## src/hdl/frontEnd_defs.svh

```systemverilog
`ifndef FRONTEND_DEFS_SVH
`define FRONTEND_DEFS_SVH

// Instruction memory geometry
`define IMEM_DEPTH  32
`define IMEM_ADDR_W 5

// Architectural and physical register files
`define ARCH_REGS   32
`define ARCH_W      5
`define PHYS_REGS   64
`define PHYS_W      6

// Free list covers every physical register above the architectural ones
`define FREE_DEPTH  (`PHYS_REGS - `ARCH_REGS)
`define FREE_W      5

`endif
```

## src/hdl/frontEndPkg.sv

```systemverilog
`include "frontEnd_defs.svh"

package frontEndPkg;

    // RV32I major opcodes handled by the front end
    typedef enum logic [6:0] {
        LOAD   = 7'b0000011,
        OPIMM  = 7'b0010011,
        STORE  = 7'b0100011,
        OP     = 7'b0110011,
        LUI    = 7'b0110111,
        BRANCH = 7'b1100011
    } opcodeE;

    typedef enum logic [1:0] {
        ADD   = 2'b00, // Address calc, LUI
        SUB   = 2'b01, // Branch compare
        FUNCT = 2'b10  // funct3/funct7 pick the op
    } aluOpE;

    typedef struct packed {
        logic [6:0]         funct7;
        logic [`ARCH_W-1:0] rs2;
        logic [`ARCH_W-1:0] rs1;
        logic [2:0]         funct3;
        logic [`ARCH_W-1:0] rd;
        opcodeE             opcode;
    } rTypeS;

    typedef struct packed {
        logic [11:0]        imm;
        logic [`ARCH_W-1:0] rs1;
        logic [2:0]         funct3;
        logic [`ARCH_W-1:0] rd;
        opcodeE             opcode;
    } iTypeS;

    typedef struct packed {
        logic [6:0]         immHi;
        logic [`ARCH_W-1:0] rs2;
        logic [`ARCH_W-1:0] rs1;
        logic [2:0]         funct3;
        logic [4:0]         immLo;
        opcodeE             opcode;
    } sTypeS; // Also the B layout, bits are shuffled in the decoder

    typedef struct packed {
        logic [19:0]        imm;
        logic [`ARCH_W-1:0] rd;
        opcodeE             opcode;
    } uTypeS;

    // One fetched word, several views
    typedef union packed {
        rTypeS rType;
        iTypeS iType;
        sTypeS sType;
        uTypeS uType;
    } instrU;

endpackage

```

## src/hdl/decodeIf.sv

```systemverilog
`timescale 1ns/1ps
`include "frontEnd_defs.svh"

interface decodeIf;
    logic                valid;    // One strobe per instruction
    logic [31:0]         pc;
    logic                illegal;
    logic [`ARCH_W-1:0]  rs1;
    logic [`ARCH_W-1:0]  rs2;
    logic [`ARCH_W-1:0]  rd;
    logic                useRs2;
    logic                regWrite;
    logic [31:0]         imm;
    frontEndPkg::aluOpE  aluOp;
    logic                aluSrc;
    logic                branch;
    logic                memRead;
    logic                memWrite;
    logic                memToReg;

    modport decoder (
        output valid, pc, illegal, rs1, rs2, rd, useRs2, regWrite,
               imm, aluOp, aluSrc, branch, memRead, memWrite, memToReg
    );

    modport renamer (
        input valid, pc, illegal, rs1, rs2, rd, useRs2, regWrite,
              imm, aluOp, aluSrc, branch, memRead, memWrite, memToReg
    );
endinterface

```

## src/hdl/cpuFrontEnd.sv

```systemverilog
`timescale 1ns/1ps
`include "frontEnd_defs.svh"

module cpuFrontEnd (
    input  logic                    clk,
    input  logic                    reset,
    input  logic                    loadEn,
    input  logic [`IMEM_ADDR_W-1:0] loadAddr,
    input  logic [31:0]             loadData,
    input  logic                    start,
    input  logic                    wbValid,
    input  logic [`PHYS_W-1:0]      wbPhys,
    output logic                    renValid,
    output logic [31:0]             renPc,
    output logic [`PHYS_W-1:0]      srcPhys1,
    output logic [`PHYS_W-1:0]      srcPhys2,
    output logic [`PHYS_W-1:0]      destPhys,
    output logic                    src1Ready,
    output logic                    src2Ready,
    output logic [31:0]             renImm,
    output frontEndPkg::aluOpE      renAluOp,
    output logic                    renIllegal,
    output logic                    done
);

    logic [`IMEM_ADDR_W-1:0] fetchAddr;
    logic [31:0]             fetchWord;
    logic                    running;
    logic                    busy;      // A program was started and has not finished

    decodeIf decBus ();

    instrMemory imem_i (
        .clk       (clk),
        .reset     (reset),
        .loadEn    (loadEn && !running), // No loads while fetching
        .loadAddr  (loadAddr),
        .loadData  (loadData),
        .fetchAddr (fetchAddr),
        .fetchWord (fetchWord)
    );

    decodeUnit decode_i (
        .clk       (clk),
        .reset     (reset),
        .start     (start),
        .fetchWord (fetchWord),
        .fetchAddr (fetchAddr),
        .running   (running),
        .dec       (decBus)
    );

    renameUnit rename_i (
        .clk        (clk),
        .reset      (reset),
        .dec        (decBus),
        .wbValid    (wbValid),
        .wbPhys     (wbPhys),
        .renValid   (renValid),
        .src1Ready  (src1Ready),
        .src2Ready  (src2Ready),
        .srcPhys1   (srcPhys1),
        .srcPhys2   (srcPhys2),
        .destPhys   (destPhys),
        .renPc      (renPc),
        .renImm     (renImm),
        .renAluOp   (renAluOp),
        .renIllegal (renIllegal)
    );

    // Done once fetch has stopped and the decode stage has drained
    always_ff @(posedge clk) begin
        if (reset) begin
            busy <= 1'b0;
            done <= 1'b0;
        end else if (start) begin
            busy <= 1'b1;
            done <= 1'b0;
        end else if (busy && !running && !decBus.valid) begin
            busy <= 1'b0;
            done <= 1'b1; // Last renValid was one cycle ago
        end
    end

endmodule

```

## src/hdl/renameUnit.sv

```systemverilog
`timescale 1ns/1ps
`include "frontEnd_defs.svh"

module renameUnit (
    input  logic               clk,
    input  logic               reset,
    decodeIf.renamer           dec,
    input  logic               wbValid,
    input  logic [`PHYS_W-1:0] wbPhys,
    output logic               renValid,
    output logic               src1Ready,
    output logic               src2Ready,
    output logic [`PHYS_W-1:0] srcPhys1,
    output logic [`PHYS_W-1:0] srcPhys2,
    output logic [`PHYS_W-1:0] destPhys,
    output logic [31:0]        renPc,
    output logic [31:0]        renImm,
    output frontEndPkg::aluOpE renAluOp,
    output logic               renIllegal
);

    logic [`PHYS_W-1:0]  aliasTable [`ARCH_REGS];
    logic [`PHYS_W-1:0]  freeList [`FREE_DEPTH];
    logic [`FREE_W-1:0]  freeHead;             // Read pointer of the free list
    logic [`PHYS_REGS-1:0] readyBits;

    logic [`PHYS_W-1:0]  lookup1;
    logic [`PHYS_W-1:0]  lookup2;
    logic                ready1;
    logic                ready2;
    logic                doAlloc;
    logic [`PHYS_W-1:0]  newPhys;

    // Sources see the table before this instruction's own update
    assign lookup1 = aliasTable[dec.rs1];
    assign ready1  = readyBits[lookup1];
    assign lookup2 = dec.useRs2 ? aliasTable[dec.rs2] : '0;
    assign ready2  = dec.useRs2 ? readyBits[lookup2] : 1'b1; // Unused rs2 counts as ready

    assign doAlloc = dec.valid && dec.regWrite && (dec.rd != '0); // x0 never renamed
    assign newPhys = freeList[freeHead];

    // Alias table, free list and ready bits
    always_ff @(posedge clk) begin
        if (reset) begin
            for (int i = 0; i < `ARCH_REGS; i++) begin
                aliasTable[i] <= `PHYS_W'(i); // Identity mapping
            end
            for (int i = 0; i < `FREE_DEPTH; i++) begin
                freeList[i] <= `PHYS_W'(`ARCH_REGS + i);
            end
            freeHead  <= '0;
            readyBits <= '1;
        end else begin
            if (wbValid) begin
                readyBits[wbPhys] <= 1'b1;
            end
            if (doAlloc) begin
                aliasTable[dec.rd]  <= newPhys;
                readyBits[newPhys]  <= 1'b0; // Allocation wins over a wakeup of the same reg
                freeHead            <= freeHead + 1'b1;
            end
        end
    end

    always_ff @(posedge clk) begin
        if (reset) begin
            renValid <= 1'b0;
        end else begin
            renValid <= dec.valid;
        end
    end

    // Rename-stage output register
    always_ff @(posedge clk) begin
        srcPhys1   <= lookup1;
        srcPhys2   <= lookup2;
        src1Ready  <= ready1;
        src2Ready  <= ready2;
        destPhys   <= doAlloc ? newPhys : '0;
        renPc      <= dec.pc;
        renImm     <= dec.imm;
        renAluOp   <= dec.aluOp;
        renIllegal <= dec.illegal;
    end

endmodule

```

## src/hdl/decodeUnit.sv

```systemverilog
`timescale 1ns/1ps
`include "frontEnd_defs.svh"

module decodeUnit (
    input  logic                    clk,
    input  logic                    reset,
    input  logic                    start,
    input  logic [31:0]             fetchWord,
    output logic [`IMEM_ADDR_W-1:0] fetchAddr,
    output logic                    running,
    decodeIf.decoder                dec
);

    logic [`IMEM_ADDR_W-1:0] pc;
    logic [`IMEM_ADDR_W-1:0] fetchPc;   // Address of the word on fetchWord
    logic                    fetchValid;
    logic                    stopNow;
    frontEndPkg::instrU      instr;

    logic [31:0]             immNext;
    frontEndPkg::aluOpE      aluOpNext;
    logic                    illegalNext;
    logic                    useRs2Next;
    logic                    regWriteNext;
    logic                    aluSrcNext;
    logic                    branchNext;
    logic                    memReadNext;
    logic                    memWriteNext;

    assign fetchAddr = pc;
    assign instr     = fetchWord;
    assign stopNow   = fetchValid && (fetchWord == 32'b0); // All-zero word ends the program

    // PC and fetch tracking
    always_ff @(posedge clk) begin
        if (reset) begin
            pc         <= '0;
            running    <= 1'b0;
            fetchValid <= 1'b0;
        end else begin
            fetchValid <= running && !stopNow; // Drops the word fetched after the stop word
            if (start) begin
                pc      <= '0;
                running <= 1'b1;
            end else if (running) begin
                if (stopNow || pc == `IMEM_DEPTH - 1) begin
                    running <= 1'b0;
                end else begin
                    pc <= pc + 1'b1;
                end
            end
        end
    end

    always_ff @(posedge clk) begin
        fetchPc <= pc;
    end

    always_comb begin
        immNext      = 32'b0;
        aluOpNext    = frontEndPkg::ADD;
        illegalNext  = 1'b0;
        useRs2Next   = 1'b0;
        regWriteNext = 1'b0;
        aluSrcNext   = 1'b0;
        branchNext   = 1'b0;
        memReadNext  = 1'b0;
        memWriteNext = 1'b0;
        case (instr.rType.opcode)
            frontEndPkg::OP: begin
                aluOpNext    = frontEndPkg::FUNCT;
                useRs2Next   = 1'b1;
                regWriteNext = 1'b1;
            end
            frontEndPkg::OPIMM: begin
                immNext      = {{20{instr.iType.imm[11]}}, instr.iType.imm};
                aluOpNext    = frontEndPkg::FUNCT;
                aluSrcNext   = 1'b1;
                regWriteNext = 1'b1;
            end
            frontEndPkg::LOAD: begin
                immNext      = {{20{instr.iType.imm[11]}}, instr.iType.imm};
                aluSrcNext   = 1'b1;
                regWriteNext = 1'b1;
                memReadNext  = 1'b1;
            end
            frontEndPkg::STORE: begin
                immNext      = {{20{instr.sType.immHi[6]}}, instr.sType.immHi,
                                instr.sType.immLo};
                aluSrcNext   = 1'b1;
                useRs2Next   = 1'b1;
                memWriteNext = 1'b1;
            end
            frontEndPkg::BRANCH: begin
                // B immediate rebuilt from the S fields
                immNext    = {{20{instr.sType.immHi[6]}}, instr.sType.immLo[0],
                              instr.sType.immHi[5:0], instr.sType.immLo[4:1], 1'b0};
                aluOpNext  = frontEndPkg::SUB;
                useRs2Next = 1'b1;
                branchNext = 1'b1;
            end
            frontEndPkg::LUI: begin
                immNext      = {instr.uType.imm, 12'b0};
                aluSrcNext   = 1'b1;
                regWriteNext = 1'b1;
            end
            default: begin
                illegalNext = 1'b1; // No write for unknown opcodes
            end
        endcase
    end

    // Decode-stage register
    always_ff @(posedge clk) begin
        if (reset) begin
            dec.valid <= 1'b0;
        end else begin
            dec.valid <= fetchValid && !stopNow;
        end
    end

    always_ff @(posedge clk) begin
        dec.pc       <= {{(30 - `IMEM_ADDR_W){1'b0}}, fetchPc, 2'b00}; // Byte address
        dec.illegal  <= illegalNext;
        dec.rs1      <= instr.rType.rs1;
        dec.rs2      <= instr.rType.rs2;
        dec.rd       <= instr.rType.rd;
        dec.useRs2   <= useRs2Next;
        dec.regWrite <= regWriteNext;
        dec.imm      <= immNext;
        dec.aluOp    <= aluOpNext;
        dec.aluSrc   <= aluSrcNext;
        dec.branch   <= branchNext;
        dec.memRead  <= memReadNext;
        dec.memWrite <= memWriteNext;
        dec.memToReg <= memReadNext;
    end

endmodule

```

## src/hdl/instrMemory.sv

```systemverilog
`timescale 1ns/1ps
`include "frontEnd_defs.svh"

module instrMemory (
    input  logic                    clk,
    input  logic                    reset,
    input  logic                    loadEn,
    input  logic [`IMEM_ADDR_W-1:0] loadAddr,
    input  logic [31:0]             loadData,
    input  logic [`IMEM_ADDR_W-1:0] fetchAddr,
    output logic [31:0]             fetchWord
);

    logic [31:0] mem [`IMEM_DEPTH];

    // Testbench load port
    always_ff @(posedge clk) begin
        if (loadEn) begin
            mem[loadAddr] <= loadData;
        end
    end

    // Registered read, word shows up one cycle after the address
    always_ff @(posedge clk) begin
        if (reset) begin
            fetchWord <= 32'b0;
        end else begin
            fetchWord <= mem[fetchAddr];
        end
    end

endmodule

```

## config.mk

```make
export PLATFORM = sky130hd
export DESIGN_NAME = cpuFrontEnd
export DESIGN_NICKNAME = d
export VERILOG_FILES = /design/src/hdl/frontEndPkg.sv /design/src/hdl/decodeIf.sv /design/src/hdl/cpuFrontEnd.sv /design/src/hdl/renameUnit.sv /design/src/hdl/decodeUnit.sv /design/src/hdl/instrMemory.sv
export VERILOG_INCLUDE_DIRS = /design/src /design/src/hdl
export SDC_FILE = /design/constraint.sdc
export NUM_CORES = 2
export LEC_CHECK = 0
export ABC_AREA = 1
export BUFFER_PORTS_ARGS = -buffer_cell sky130_fd_sc_hd__buf_2
export CAP_MARGIN = 40
export CORE_ASPECT_RATIO = 1.75
export CORE_UTILIZATION = 45
export CTS_BUF_LIST = sky130_fd_sc_hd__clkbuf_4 sky130_fd_sc_hd__clkbuf_8
export CTS_CLUSTER_DIAMETER = 40
export DETAILED_ROUTE_END_ITERATION = 10
export SYNTH_ARGS = -nofsm -noshare
export SYNTH_HDL_FRONTEND = slang
export SYNTH_SLANG_ARGS = --single-unit
export TNS_END_PERCENT = 30
```

## constraint.sdc

```tcl
create_clock -name clk -period 3.44 [get_ports clk]
set_clock_uncertainty 0.1 [all_clocks]
set_input_delay 0.516 -clock clk [delete_from_list [all_inputs] [get_ports clk]]
set_output_delay 0.516 -clock clk [all_outputs]
set_load 0.01 [all_outputs]
```

==> metrics.txt <==
Ports=around 140; outcome=finished clean; Post-Synthesis Cell Area=59,000 um2; hold_sp=decode_i.dec.imm[28]$_DFF_P_; row count=175; flop2flop setup slack=around 290 ps; Worst-path clk slew=70 ps; Max VDD drop=~340 uV; antenna violations before repair=11; Final min period=about 3200 ps; Final setup viols=0; Primary FF master, synth=edfxtp_1; FF-to-FF path depth=15; Yosys top cell area share=0.602; Initial Util=0.454; Layout area overhead=14.4%; register area share after synthesis=0.694; top cells by area, synth=edfxtp_1, dfxtp_1, o21ai_0; CP max FO=36; Final Net Count=5,594; endpoint type of the worst setup path=flop; hpwl dp=about 120,000 um; post-synthesis average cell area=~11 um2; Hold WC Path Type=flop to flop; Pwr Density=between 500 and 600 nW/um2; vias in the first global route=about 42,000; WL per Instance=25.9 um; post-place instance area=between 60,000 and 70,000 um2; largest net degree at the start of global routing=between 90 and 100; Detailed Route Iter0 Violations=roughly 4,600; Slew Limit Headroom=0.393; most frequent cells in the layout=edfxtp_1, nor2_1, o21ai_0, nand2_1, o22ai_1; most common cell after layout, fill and taps aside=edfxtp_1; Post-Place Cells=6,968; worst hold endpoint=rename_i.renImm[28]$_DFF_P_; CTS root buf=clkbuf_8; post-route total power=36,500 uW; CTS tree=yes; Post-Synthesis Cells=about 5,300; Remaining DRCs=0; RR Endpoint=rename_i.src2Ready$_SDFF_PN1_; final wirelength=around 190,000 um; core area=130,000 um2; layout cells sized above 1=0.137; worst hold slack=about 230 ps; flops & latches, synth=around 1,500; final setup TNS=0 ps; Final GP Congestion=approximately 0.95; Final Slew Violations=0; post-cts sizing count=0; GRT overflow=0; height of the die=slightly below 500 um; Yosys top cell by area=edfxtp_1; static leakage=0.0240 uW; CTS sink cnt=1,455; crit path DAT=about 3800 ps; global-route wire length before repair=276,000 um; all-layer global routing usage=0.287; post-synth cell types=47; FMAX=between 0.3 and 0.4 GHz; CP Launch Type=flop; post-route ant nets=0; period utilization=0.916; Non-Filler Instances=roughly 7,400; Hold Violations, Final=0; RSZ-0062 raised after global routing=no; ys async rst share=0; CP Class=flop to flop; Least-Margin Pin Slew=roughly 910 ps; hold path depth=0; Die Wd=roughly 280 um; Pre-Repair DR Iteration Count=7; via count=between 40,000 and 50,000; clock tree buffer depth=3; Final Cell Area=approximately 68,000 um2; EDFF count, synth=between 1,000 and 1,500; Die Area=133,000 um2; number of CTS-inserted buffers=about 210; port bufs=~110; worst endpoint required time=slightly above 4000 ps; max_cap viols=0; H-tree levels=4; Skew-Pair Late Insertion Delay=~930 ps; average vias per placed instance=between 5 and 6; Ys Warns=0
flip-flops by register name, summed over array words and instances (netlist names), 2 cells and up, named ones only:
register	cells
decode_i.dec.aluOp	2
rename_i.renAluOp	2
decode_i.dec.pc	5
rename_i.renImm	32
rename_i.newPhys	5
rename_i.freeHead	5
rename_i.readyBits	64
imem_i.mem	1024
rename_i.renPc	5
rename_i.destPhys	6
decode_i.fetchPc	5
decode_i.dec.imm	32
decode_i.dec.rd	5
rename_i.srcPhys2	6
rename_i.aliasTable	192
rename_i.srcPhys1	6
imem_i.fetchWord	32
decode_i.fetchAddr	5
Yosys cell counts, types with 2 or more instances:
master,instances
edfxtp_1,1184
nor2_1,1095
o21ai_0,873
nand2_1,396
o22ai_1,329
dfxtp_1,271
clkbuf_1,260
nand3_1,252
inv_1,179
a21oi_1,51
buf_4,45
buf_2,42
o21ai_1,41
nor3_1,31
buf_6,30
a211oi_1,28
o221ai_1,28
nand4_1,27
a41oi_1,16
o211ai_1,16
buf_1,15
a31oi_1,11
o32ai_1,11
nor4_1,8
a32oi_1,7
inv_2,7
nand2_2,4
clkinv_1,3
ha_1,3
inv_4,3
o211ai_2,3
o21ai_2,3
a32o_1,2
nand3_2,2
nand3_4,2
nand3b_1,2
nor2_8,2
per-stage QoR:
stage | worst slack [ps] | util
2_1_floorplan | 591 | -
3_3_place_gp | 411 | 0.481
3_5_place_dp | 420 | 0.482
4_1_cts | 392 | 0.519
5_1_grt | 160 | 0.519
6_report | 288 | 0.519
kinds of logic after synthesis:
| group | after synthesis | synth area share |
|---|---|---|
| other | 1 | 0.0000635 |
| AND/OR/NAND/NOR | 1823 | 0.125 |
| flip-flops | 1455 | 0.694 |
| adder cells (fa/ha/maj) | 3 | 0.000636 |
| buffers and inverters | 585 | 0.0450 |
| AO/OA/AOI/OAI | 1425 | 0.135 |
worst max path at each step:
stage / from / endpoint / slack (ps) / depth (start not counted)
CTS: flop / rename_i.src2Ready$_SDFF_PN1_ / 390 / 15
global placement: flop / rename_i.src2Ready$_SDFF_PN1_ / 410 / 19
finish: flop / rename_i.src2Ready$_SDFF_PN1_ / 290 / 15
detailed placement: flop / rename_i.src2Ready$_SDFF_PN1_ / 420 / 15
floorplan: loadEn / imem_i.mem[0][0]$_DFFE_PP_ / 590 / 4
global route: flop / rename_i.src2Ready$_SDFF_PN1_ / 160 / 19
repair_timing:
item,CTS,global route
buffers inserted,0,0
endpoints found under the hold margin,1071,0
setup endpoints to repair,0,0
hold buffers,46,0
layout make-up:
type,count,area (um2)
antenna,3,7.51
clock buffer,281,3490
clock inverter,102,908
fill,11500,62500
inverter,193,754
multi-input combinational,3283,15800
sequential,1455,41000
tap,1681,2100
timing repair buffer,403,3520
critical path, cell delays in order (launching register included):
cell      delay (ps)
dfxtp_2          430
inv_6            290
buf_4            300
o21ai_0          120
o221ai_1         380
nand3_1          170
nand3_1          310
nand2_2          140
nor2_8           210
nand3_1          120
nand3_1           90
nand3_1          110
nand2_1           80
nand2_1           50
nand2_1           60
inv_1             40
per-layer routing:
layer  up-vias  track usage  part of all wire
met4         4        0.174             0.065
li1      19500            -                 -
met5         -            0           0.00012
met2      1888        0.503              0.51
met3       569       0.0420             0.059
met1     21500        0.329              0.36
power breakdown:
group	internal (uW)	switching, uW
Combinational	753	1830
Clock	7700	6700
Sequential	19300	231
Note: power is estimated with default switching activity, not from simulation.
